`config.mk`:
```
export PLATFORM = sky130hd
export DESIGN_NAME = axi4s_probe_top
export DESIGN_NICKNAME = d
export VERILOG_FILES = /design/src/rtl/axi4s_probe_pkg.sv /design/src/rtl/axi4s_stream_tap.sv /design/src/rtl/axi4s_pkt_counter.sv /design/src/rtl/axi4s_probe_regs.sv /design/src/rtl/axi4s_probe_top.sv
export VERILOG_INCLUDE_DIRS = /design/src /design/src/rtl
export SDC_FILE = /design/constraint.sdc
export NUM_CORES = 1
export LEC_CHECK = 0
export BUFFER_PORTS_ARGS = -buffer_cell sky130_fd_sc_hd__buf_2
export CAP_MARGIN = 20
export CORE_MARGIN = 4
export CORE_UTILIZATION = 30
export CTS_BUF_LIST = sky130_fd_sc_hd__clkbuf_2
export DETAILED_ROUTE_END_ITERATION = 16
export PLACE_DENSITY = 0.5
export SLEW_MARGIN = 20
export SYNTH_ARGS = -nofsm -noshare
export SYNTH_HDL_FRONTEND = slang
export SYNTH_HIERARCHICAL = 1
export SYNTH_SLANG_ARGS = --single-unit
```
`constraint.sdc`:
```
create_clock -name axi4s_if -period 3.6 [get_ports axi4s_if]
set_clock_uncertainty 0.15 [all_clocks]
set_input_delay 0.18 -clock axi4s_if [delete_from_list [all_inputs] [get_ports axi4s_if]]
set_output_delay 0.18 -clock axi4s_if [all_outputs]
set_load 0.01 [all_outputs]
```
`src/rtl/axi4s_probe_cfg.svh`:
```
// probe widths, register map addresses and register data width
`ifndef AXI4S_PROBE_CFG_SVH
`define AXI4S_PROBE_CFG_SVH

// stream and counter widths
`define PROBE_KEEP_W 8
`define PROBE_PKT_W 50
`define PROBE_BYTE_W 56

// register port
`define PROBE_ADDR_W 5
`define PROBE_REG_W 32

// register map
`define PROBE_A_CTRL 5'h00
`define PROBE_A_PKT_LO 5'h04
`define PROBE_A_PKT_HI 5'h08
`define PROBE_A_BYTE_LO 5'h0C
`define PROBE_A_BYTE_HI 5'h10
`define PROBE_A_MONITOR 5'h14
`define PROBE_A_ACTIVITY 5'h18

`endif

```
`src/rtl/axi4s_probe_pkg.sv`:
```
// probe mode enums, stream beat, event, count, request and flag structs, control word union
`include "axi4s_probe_cfg.svh"

package axi4s_probe_pkg;

   typedef enum logic [1:0] {
      GOOD,    // accepted packets
      OVFL,    // beats offered while tready low
      ERRORS   // packets flagged by tuser on the last beat
   } probe_mode_t;

   typedef enum logic {
      USER,
      PKT_ERROR
   } tuser_mode_t;

   // stream signals as seen on the wire
   typedef struct packed {
      logic                     tvalid;
      logic                     tready;
      logic                     tlast;
      logic                     tuser;
      logic [`PROBE_KEEP_W-1:0] tkeep;
   } stream_beat_t;

   typedef struct packed {
      logic       incr;    // beat qualifies for this mode
      logic       last;
      logic       err;     // tuser on the last beat
      logic [3:0] nbytes;
   } beat_evt_t;

   typedef struct packed {
      logic [`PROBE_PKT_W-1:0]  pkt_cnt;
      logic [`PROBE_BYTE_W-1:0] byte_cnt;
   } probe_counts_t;

   typedef struct packed {
      logic                     wr_en;
      logic                     rd_en;
      logic [`PROBE_ADDR_W-1:0] addr;
      logic [`PROBE_REG_W-1:0]  wr_data;
   } reg_req_t;

   typedef struct packed {
      logic tvalid;
      logic tready;
      logic tlast;
   } stream_flags_t;

   typedef struct packed {
      logic [`PROBE_REG_W-3:0] rsvd;
      logic                    latch;   // snapshots load on control write only
      logic                    clear;   // zero both counts
   } ctrl_fields_t;

   // same 32 bits, kept raw for readback and decoded as fields
   typedef union packed {
      logic [`PROBE_REG_W-1:0] raw;
      ctrl_fields_t            fields;
   } ctrl_word_u;

endpackage

```
`src/rtl/axi4s_stream_tap.sv`:
```
// stream sampling, per-mode beat qualification and tkeep byte count
`timescale 1ns/100ps
`include "axi4s_probe_cfg.svh"

module axi4s_stream_tap #(
   parameter axi4s_probe_pkg::probe_mode_t MODE       = axi4s_probe_pkg::GOOD,
   parameter axi4s_probe_pkg::tuser_mode_t TUSER_MODE = axi4s_probe_pkg::USER
) (
   input  logic                           axi4s_if,
   input  logic                           reset,
   input  axi4s_probe_pkg::stream_beat_t  beat,
   output axi4s_probe_pkg::beat_evt_t     evt,
   output axi4s_probe_pkg::stream_flags_t flags
);
   import axi4s_probe_pkg::*;

   stream_beat_t beat_q;   // first sample stage
   logic         accept;
   logic         pkt_end;

   function automatic logic [3:0] count_ones(input logic [`PROBE_KEEP_W-1:0] keep);
      logic [3:0] n;
      n = '0;
      for (int i = 0; i < `PROBE_KEEP_W; i++) begin
         n = n + {3'd0, keep[i]};
      end
      return n;
   endfunction

   always_comb begin
      case (MODE)
         OVFL:    accept = beat_q.tvalid && !beat_q.tready;   // offered but refused
         default: accept = beat_q.tvalid && beat_q.tready;
      endcase
   end

   assign pkt_end = accept && beat_q.tlast;

   always_ff @(posedge axi4s_if) begin
      if (reset) begin
         beat_q <= '0;
         evt    <= '0;
         flags  <= '0;
      end else begin
         beat_q       <= beat;
         evt.incr     <= accept;
         evt.last     <= pkt_end;
         // tuser only means error in PKT_ERROR mode
         evt.err      <= (TUSER_MODE == PKT_ERROR) && pkt_end && beat_q.tuser;
         evt.nbytes   <= accept ? count_ones(beat_q.tkeep) : 4'd0;
         flags.tvalid <= beat_q.tvalid;
         flags.tready <= beat_q.tready;
         flags.tlast  <= beat_q.tlast;
      end
   end

endmodule

```
`src/rtl/axi4s_pkt_counter.sv`:
```
// per-packet byte accumulation with two-stage commit into packet and byte counts
`timescale 1ns/100ps
`include "axi4s_probe_cfg.svh"

module axi4s_pkt_counter #(
   parameter axi4s_probe_pkg::probe_mode_t MODE = axi4s_probe_pkg::GOOD
) (
   input  logic                           axi4s_if,
   input  logic                           reset,
   input  axi4s_probe_pkg::beat_evt_t     evt,
   input  logic                           clear_cnt,
   output axi4s_probe_pkg::probe_counts_t counts
);
   import axi4s_probe_pkg::*;

   logic [`PROBE_BYTE_W-1:0] acc_q;       // bytes of the packet in progress
   logic [`PROBE_BYTE_W-1:0] pkt_bytes;   // running total including this beat
   logic [`PROBE_BYTE_W-1:0] total_q;     // finished packet waiting to commit
   logic                     commit_q;
   logic                     drop;
   logic                     drop_q;

   assign pkt_bytes = acc_q + `PROBE_BYTE_W'(evt.nbytes);

   // ERRORS keeps only flagged packets, the other modes drop them
   assign drop = (MODE == ERRORS) ? !evt.err : evt.err;

   // stage one: close the packet and restart the accumulator
   always_ff @(posedge axi4s_if) begin
      if (reset) begin
         acc_q    <= '0;
         commit_q <= 1'b0;
         drop_q   <= 1'b0;
      end else begin
         commit_q <= evt.last;
         drop_q   <= drop;
         if (evt.last) begin
            acc_q <= '0;
         end else if (evt.incr) begin
            acc_q <= pkt_bytes;
         end
      end
   end

   always_ff @(posedge axi4s_if) begin
      if (evt.last) begin
         total_q <= pkt_bytes;
      end
   end

   // stage two: fold the packet into the live counts
   always_ff @(posedge axi4s_if) begin
      if (reset) begin
         counts <= '0;
      end else if (clear_cnt) begin
         counts <= '0;   // a commit landing here is lost
      end else if (commit_q && !drop_q) begin
         counts.pkt_cnt  <= counts.pkt_cnt + `PROBE_PKT_W'(1);
         counts.byte_cnt <= counts.byte_cnt + total_q;
      end
   end

endmodule

```
`src/rtl/axi4s_probe_regs.sv`:
```
// control register, latched count snapshots, monitor and sticky activity flags, read mux
`timescale 1ns/100ps
`include "axi4s_probe_cfg.svh"

module axi4s_probe_regs (
   input  logic                           axi4s_if,
   input  logic                           reset,
   input  axi4s_probe_pkg::reg_req_t      req,
   input  axi4s_probe_pkg::probe_counts_t counts,
   input  axi4s_probe_pkg::stream_flags_t flags,
   output logic                           clear_cnt,
   output logic [`PROBE_REG_W-1:0]        rd_data
);
   import axi4s_probe_pkg::*;

   ctrl_word_u              ctrl_q;
   ctrl_word_u              wr_word;     // incoming write seen as a control word
   probe_counts_t           snap_q;
   stream_flags_t           act_q;
   logic                    ctrl_wr;
   logic                    act_rd;
   logic                    snap_load;
   logic [`PROBE_REG_W-1:0] rd_mux;

   assign wr_word.raw = req.wr_data;
   assign ctrl_wr     = req.wr_en && (req.addr == `PROBE_A_CTRL);
   assign act_rd      = req.rd_en && (req.addr == `PROBE_A_ACTIVITY);

   // free running unless latched, then only on a control write
   assign snap_load = ctrl_wr || !ctrl_q.fields.latch;

   always_ff @(posedge axi4s_if) begin
      if (reset) begin
         ctrl_q.raw <= '0;
         clear_cnt  <= 1'b0;
      end else begin
         clear_cnt <= ctrl_wr && wr_word.fields.clear;   // single cycle pulse
         if (ctrl_wr) begin
            ctrl_q.raw <= wr_word.raw;
         end
      end
   end

   always_ff @(posedge axi4s_if) begin
      if (reset) begin
         snap_q <= '0;
      end else if (snap_load) begin
         snap_q <= counts;
      end
   end

   // sticky flags, cleared by their own read
   always_ff @(posedge axi4s_if) begin
      if (reset) begin
         act_q <= '0;
      end else if (act_rd) begin
         act_q <= '0;
      end else begin
         act_q <= act_q | flags;
      end
   end

   always_comb begin
      rd_mux = '0;   // unmapped reads give zero
      case (req.addr)
         `PROBE_A_CTRL:     rd_mux = ctrl_q.raw;
         `PROBE_A_PKT_LO:   rd_mux = snap_q.pkt_cnt[`PROBE_REG_W-1:0];
         `PROBE_A_PKT_HI: begin
            rd_mux[`PROBE_PKT_W-`PROBE_REG_W-1:0] =
               snap_q.pkt_cnt[`PROBE_PKT_W-1:`PROBE_REG_W];
         end
         `PROBE_A_BYTE_LO:  rd_mux = snap_q.byte_cnt[`PROBE_REG_W-1:0];
         `PROBE_A_BYTE_HI: begin
            rd_mux[`PROBE_BYTE_W-`PROBE_REG_W-1:0] =
               snap_q.byte_cnt[`PROBE_BYTE_W-1:`PROBE_REG_W];
         end
         `PROBE_A_MONITOR:  rd_mux = `PROBE_REG_W'(flags);   // live levels
         `PROBE_A_ACTIVITY: rd_mux = `PROBE_REG_W'(act_q);
         default:           rd_mux = '0;
      endcase
   end

   // read data holds until the next read strobe
   always_ff @(posedge axi4s_if) begin
      if (reset) begin
         rd_data <= '0;
      end else if (req.rd_en) begin
         rd_data <= rd_mux;
      end
   end

endmodule

```
`src/rtl/axi4s_probe_top.sv`:
```
// probe top level: stream tap, packet counter and register file
`timescale 1ns/100ps
`include "axi4s_probe_cfg.svh"

module axi4s_probe_top #(
   parameter axi4s_probe_pkg::probe_mode_t MODE       = axi4s_probe_pkg::GOOD,
   parameter axi4s_probe_pkg::tuser_mode_t TUSER_MODE = axi4s_probe_pkg::USER
) (
   input  logic                          axi4s_if,
   input  logic                          reset,
   input  axi4s_probe_pkg::stream_beat_t beat,
   input  axi4s_probe_pkg::reg_req_t     req,
   output logic [`PROBE_REG_W-1:0]       rd_data
);
   import axi4s_probe_pkg::*;

   beat_evt_t     evt;
   stream_flags_t flags;
   probe_counts_t counts;
   logic          clear_cnt;

   axi4s_stream_tap #(
      .MODE       (MODE),
      .TUSER_MODE (TUSER_MODE)
   ) tap0 (
      .axi4s_if (axi4s_if),
      .reset    (reset),
      .beat     (beat),
      .evt      (evt),
      .flags    (flags)
   );

   axi4s_pkt_counter #(
      .MODE (MODE)
   ) cnt0 (
      .axi4s_if  (axi4s_if),
      .reset     (reset),
      .evt       (evt),
      .clear_cnt (clear_cnt),
      .counts    (counts)
   );

   axi4s_probe_regs regs0 (
      .axi4s_if  (axi4s_if),
      .reset     (reset),
      .req       (req),
      .counts    (counts),
      .flags     (flags),
      .clear_cnt (clear_cnt),
      .rd_data   (rd_data)
   );

endmodule

```
### Word-level counts from Yosys, hierarchy flattened

Cells that the tools add are included.

* $add $sub $neg: 10
* eq/ne operators: 6
* muxes and demuxes: 3
* bitwise operators: 2
* reductions and logical operators: 14

Operators with widths (count)
* one-hot mux 18 bit (7 select lines): 1
* adder 56 x 4 -> 56 bit: 1
* adder 56 bit: 1
* adder 50 x 1 -> 50 bit (second input constant): 1
* adder 4 x 1 -> 4 bit: 6
* one-hot mux 6 bit (4 select lines): 1
* one-hot mux 8 bit (3 select lines): 1
* equality test 5 bit (second input constant): 3
* equality test 5 x 4 -> 1 bit (second input constant): 2
* OR reduction 2 bit: 4
* logical AND 1 bit: 6
* equality test 5 x 3 -> 1 bit (second input constant): 1
* logical NOT 5 bit: 1
* OR 3 bit: 1
* adder 1 x 1 -> 2 bit: 1
* logical NOT 1 bit: 2
* logical OR 1 bit: 1
* inverter 1 bit: 1

* bits in registers: 414
* bits of input ports: 53
* output and inout port bits: 32
* logic and storage cells: 59

### Longest topological paths before layout

* depth in word-level cells: 7
* depth in mapped cells: 14
* gate-level depth less buffers: 13

### Modules after synthesis

The synthesis kept the hierarchy.

By module, submodules not included
* axi4s_pkt_counter: instances 1, cells an instance 1434, area each 12389.4 sq um, seq. area each 4964.8 sq um
* axi4s_probe_regs: instances 1, cells an instance 858, area each 7014.2 sq um, seq. area each 3483.3 sq um
* axi4s_stream_tap: instances 1, cells an instance 66, area each 740.7 sq um, seq. area each 400.4 sq um

### Worst setup path before layout

OpenSTA, ideal clock, no wires.

* path type: reg2reg
* start: reg, netlist name cnt0/counts[0]
* end: reg, netlist name cnt0/counts[48]
* library setup time: 117 ps
* data arrival time: 2674 ps
* required time: 3333 ps
* slack: 659 ps
* cell stages (with the launch flop): 14
* path buffers: 0
* period minus slack after synthesis: 2941 ps
* cells stage by stage: dfxtp_1 -> ha_1 -> inv_1 -> fa_1 -> nor2b_1 -> o21ai_0 -> a21oi_1 -> o2111a_1 -> o31ai_1 -> o2111ai_1 -> nand3_1 -> o41ai_1 -> xor2_1 -> a22o_1

* word-level cells in the longest chain between the ends: 1

RTL lines
* adder 56 bit: RTL line axi4s_pkt_counter.sv:59 `counts.byte_cnt <= counts.byte_cnt + total_q;`

No other way between the ends.
A chain may end at the register's enable or synchronous reset.

### Worst setup path in the final report

* start: reg cnt0.total_q[1]
* end: reg, netlist name cnt0/counts[21]

* word-level cells in the longest chain between the ends: 1

RTL lines
* from (decl): RTL line axi4s_pkt_counter.sv:18 `` logic [`PROBE_BYTE_W-1:0] total_q; ``
* from (signal assigned): RTL line axi4s_pkt_counter.sv:47 `total_q <= pkt_bytes;`
* adder 56 bit: RTL line axi4s_pkt_counter.sv:59

No other way between the ends.

==> results by group <==
Floorplanning
  – Vert. Die Dim: 267.1 um
  – Die X: 267.1 um
  – Core area: 66220 um2
  – # IOs: 85
  – Die ar.: 71360 um2
  – Num rows: 94
  – Initial Utilization: 0.3042

Timing
  – Final max-slew violation count: 0
  – TNS Setup: 0 ns
  – Worst slew margin: 0.4205
  – Final Cycle Share: 0.9368
  – Worst-margin pin slew: 0.8693 ns
  – Final hold viol count: 0
  – Highest clock rate: 296.5 MHz
  – Finish-stage setup viols: 0
  – Final worst path period need: 3.372 ns

Min path
  – Hold_sp: req[35]
  – Hold depth: 6
  – WHS Endpoint: regs0/rd_data[25]
  – HP Class: input port to flop

Detailed routing
  – Top Layer Used: met5
  – Routed wire length: 60340 um
  – Wl on met1: 27620 um
  – Total number of vias: 17595
  – Via-to-Cell Ratio: 4.920
  – Initial DRC count: 1164
  – Drt drc: 0
  – Per-cell routed wire length: 16.87 um
  – WL met3: 2813 um
  – Routed wl met2: 28000 um
  – Router iterations before antenna repair: 5
  – DRT antenna net count: 0

Place
  – Gpl congestion: 0.8468
  – Port-buffer cells: 83
  – Area after DPL: 21270 um2
  – Post-DP HPWL: 41990 um
  – Placed cell count: 3192

Yosys
  – Most common flop cell mapped by yosys: dfxtp_1
  – Post-Syn Area: 20140 um2
  – Register area share after synthesis: 0.4393
  – Gate Count Post-Synth: 2358
  – Yosys reg bits: 414
  – Syn Nets: 2480
  – Number of synthesized flops with an enable pin: 56
  – Yosys warning count: 6
  – Post-synthesis cell type count: 82
  – Syn_area_per_cell: 8.543 um2
  – Asr flop ratio synth: 0

Run status
  – Status: completed

Layout
  – Reg area: 8850 um2
  – Nets: 2751
  – Fillers: 6802
  – Most frequent cells in the layout: nand2_1, dfxtp_1, a21oi_1
  – Post-route cell area: 24240 um2
  – Non-filler cells, final: 3576
  – Proportion of layout cells with a drive suffix above 1: 0.1243
  – Commonest non-fill, non-tap cell in the layout: nand2_1
  – Area delta synth->final: 20.35%
  – Multi-input gate area: 10540 um2

Clocking
  – H-tree levels: 3
  – Clock transition at path regs: 0.11 ns
  – TritonCTS buffer count: 105
  – Maximum root-to-sink buffer count: 3
  – CTS root buffer: clkbuf_2
  – Worst skew pair latency: 1.13 ns
  – TritonCTS clock tree: yes
  – Clk sinks: 414

Worst setup path
  – Cells on worst reg2reg path: 12
  – WP data required: 4.46 ns
  – Critical Path Max Stage Delay: 0.48 ns
  – Arr. time, crit path: 4.23 ns
  – Cell Chain, Critical Path: ha_1 > a21o_1 > nand4_1 > a21boi_1 > a41oi_1 > buf_4 > o21ai_0 > a21oi_1 > o21ai_0 > xor2_1 > nand2_1 > a21oi_1
  – Capturing point of the worst reg2reg path: cnt0/counts[21]
  – CP max stage cell: o21ai_0
  – Critical Path Sink Type: flop
  – Start of the worst register-to-register path: cnt0/total_q[1]
  – Crit path kind: flop to flop
  – Top delay family on crit path: compound AO/OA/AOI/OAI gates
  – WP buf/inv: 1
  – Worst-path maximum fanout: 3
  – Setup crit start kind: flop
  – R2r setup slk: 0.23 ns

Power and ir drop
  – Register share of total power: 0.564
  – Comb pwr share: 0.045
  – Clk network pwr share: 0.390
  – Static Leak: 9.472 nW
  – Int Power: 6.125 mW
  – Cell area power density: 343.3 nW/um2
  – Sw Ratio: 0.2640
  – P_sw: 2.198 mW
  – Peak supply drop: 0.2037 mV

Job
  – Max Cap Viol: 0

GRT
  – Number of global-route vias before repair: 17452
  – Largest net degree at the start of global routing: 95
  – Gr ovfl total: 0
  – First-pass GRT wire length: 95080 um
  – Gr usage total: 0.1659
  – Initial antenna violation count: 2
metal layers:
| metal | global-route usage | vias to the layer above |
|---|---|---|
| li1 | - | 8751 |
| met4 | 0.06710 | 2 |
| met5 | 0 | - |
| met3 | 0.02637 | 112 |
| met1 | 0.2166 | 8279 |
| met2 | 0.2752 | 451 |
sequential cells by signal (all words and copies together) (netlist names):
signal           cells
cnt0/total_q        56
cnt0/commit_q        1
regs0/clear_cnt      1
regs0/rd_data       32
tap0/beat_q         11
cnt0/counts        106
regs0/snap_q       106
regs0/act_q          3
cnt0/acc_q          56
tap0/evt             6
tap0/flags           3
regs0/ctrl_q        32
cnt0/drop_q          1
synth_stat cells, drive strengths merged, types with 16 or more instances:
library cell / instances / area share
nor2b: 24 / 0.0075
a22oi: 24 / 0.0089
a21oi: 265 / 0.066
nand4: 40 / 0.014
dfxtp: 358 / 0.36
mux2i: 24 / 0.012
xnor2: 67 / 0.029
and3: 35 / 0.011
buf: 51 / 0.015
o21bai: 16 / 0.0060
edfxtp: 56 / 0.083
xor2: 122 / 0.053
nand2: 501 / 0.094
or3: 16 / 0.0050
and2: 18 / 0.0057
nor3: 22 / 0.0057
nand3: 64 / 0.017
o21ai: 58 / 0.015
mux2: 17 / 0.0095
inv: 41 / 0.0076
clkbuf: 93 / 0.017
a21o: 42 / 0.016
and4: 16 / 0.0070
nor2: 172 / 0.033
ha: 63 / 0.039
power groups by stage:
stage          Clock [mW]  Combinational (mW)  Sequential [mW]
2_1_floorplan           0               0.169             4.80
3_5_place_dp            0               0.263             4.80
6_report             3.25               0.378             4.69
4_1_cts              3.42               0.371             4.70
5_1_grt              3.65               0.410             4.70
3_3_place_gp            0               0.259             4.80
worst min-delay path, stage by stage:
cell           delay (ns)
dlygate4sd3_1        0.55
buf_2                0.14
buf_4                0.23
o2bb2ai_1            0.16
a22oi_1              0.07
nor2_1               0.08
cells by family after synthesis:
group,synth area share
other cells,0.0001862
mux,0.02143
fa+ha+maj,0.04509
xor+xnor,0.08217
compound gates,0.1562
flops,0.4393
simple gates,0.2157
buf+inv,0.03994
worst max-delay path by stage:
| stage | end | start | slack, ns | cells past startpoint |
|---|---|---|---|---|
| 5_1_grt | cnt0/counts[54] | cnt0/counts[0] | -0.02 | 13 |
| 3_3_place_gp | cnt0/counts[36] | cnt0/total_q[0] | 0.10 | 13 |
| 4_1_cts | cnt0/counts[36] | cnt0/total_q[0] | 0.08 | 13 |
| 3_5_place_dp | cnt0/counts[36] | cnt0/total_q[0] | 0.12 | 13 |
| 6_report | cnt0/counts[21] | cnt0/total_q[1] | 0.23 | 12 |
| 2_1_floorplan | cnt0/counts[48] | cnt0/counts[0] | 0.66 | 13 |
stage by stage:
step | power [mW] | util | worst slack (ns) | hold slack (ns)
after global placement | 5.061 | 0.3213 | 0.1002 | 0.2341
after CTS | 8.485 | 0.3653 | 0.08107 | 0.03310
after global routing | 8.757 | 0.3661 | -0.01617 | 0.1390
final | 8.323 | 0.3661 | 0.2275 | 0.1855
after detailed placement | 5.065 | 0.3213 | 0.1227 | 0.2387
after floorplan | 4.965 | - | 0.6591 | 0.1016
cell type report:
class | instances | share of cell area
flip-flops and latches | 414 | 0.3650
diodes | 1 | 0.0001032
clock inverters | 40 | 0.009289
clock buffers | 149 | 0.03076
repair buffers | 308 | 0.1093
well taps | 864 | 0.04459
inverters | 41 | 0.006348
multi-input cells | 1759 | 0.4346
what timing repair did:
item                                    in CTS  in global routing
hold buffers                               193                  0
endpoints found under the setup margin       0                  7
resized for setup                            0                  5
endpoints found under the hold margin      238                  0
buffers inserted                             0                  0
Note: power is estimated with default switching activity, not from simulation.
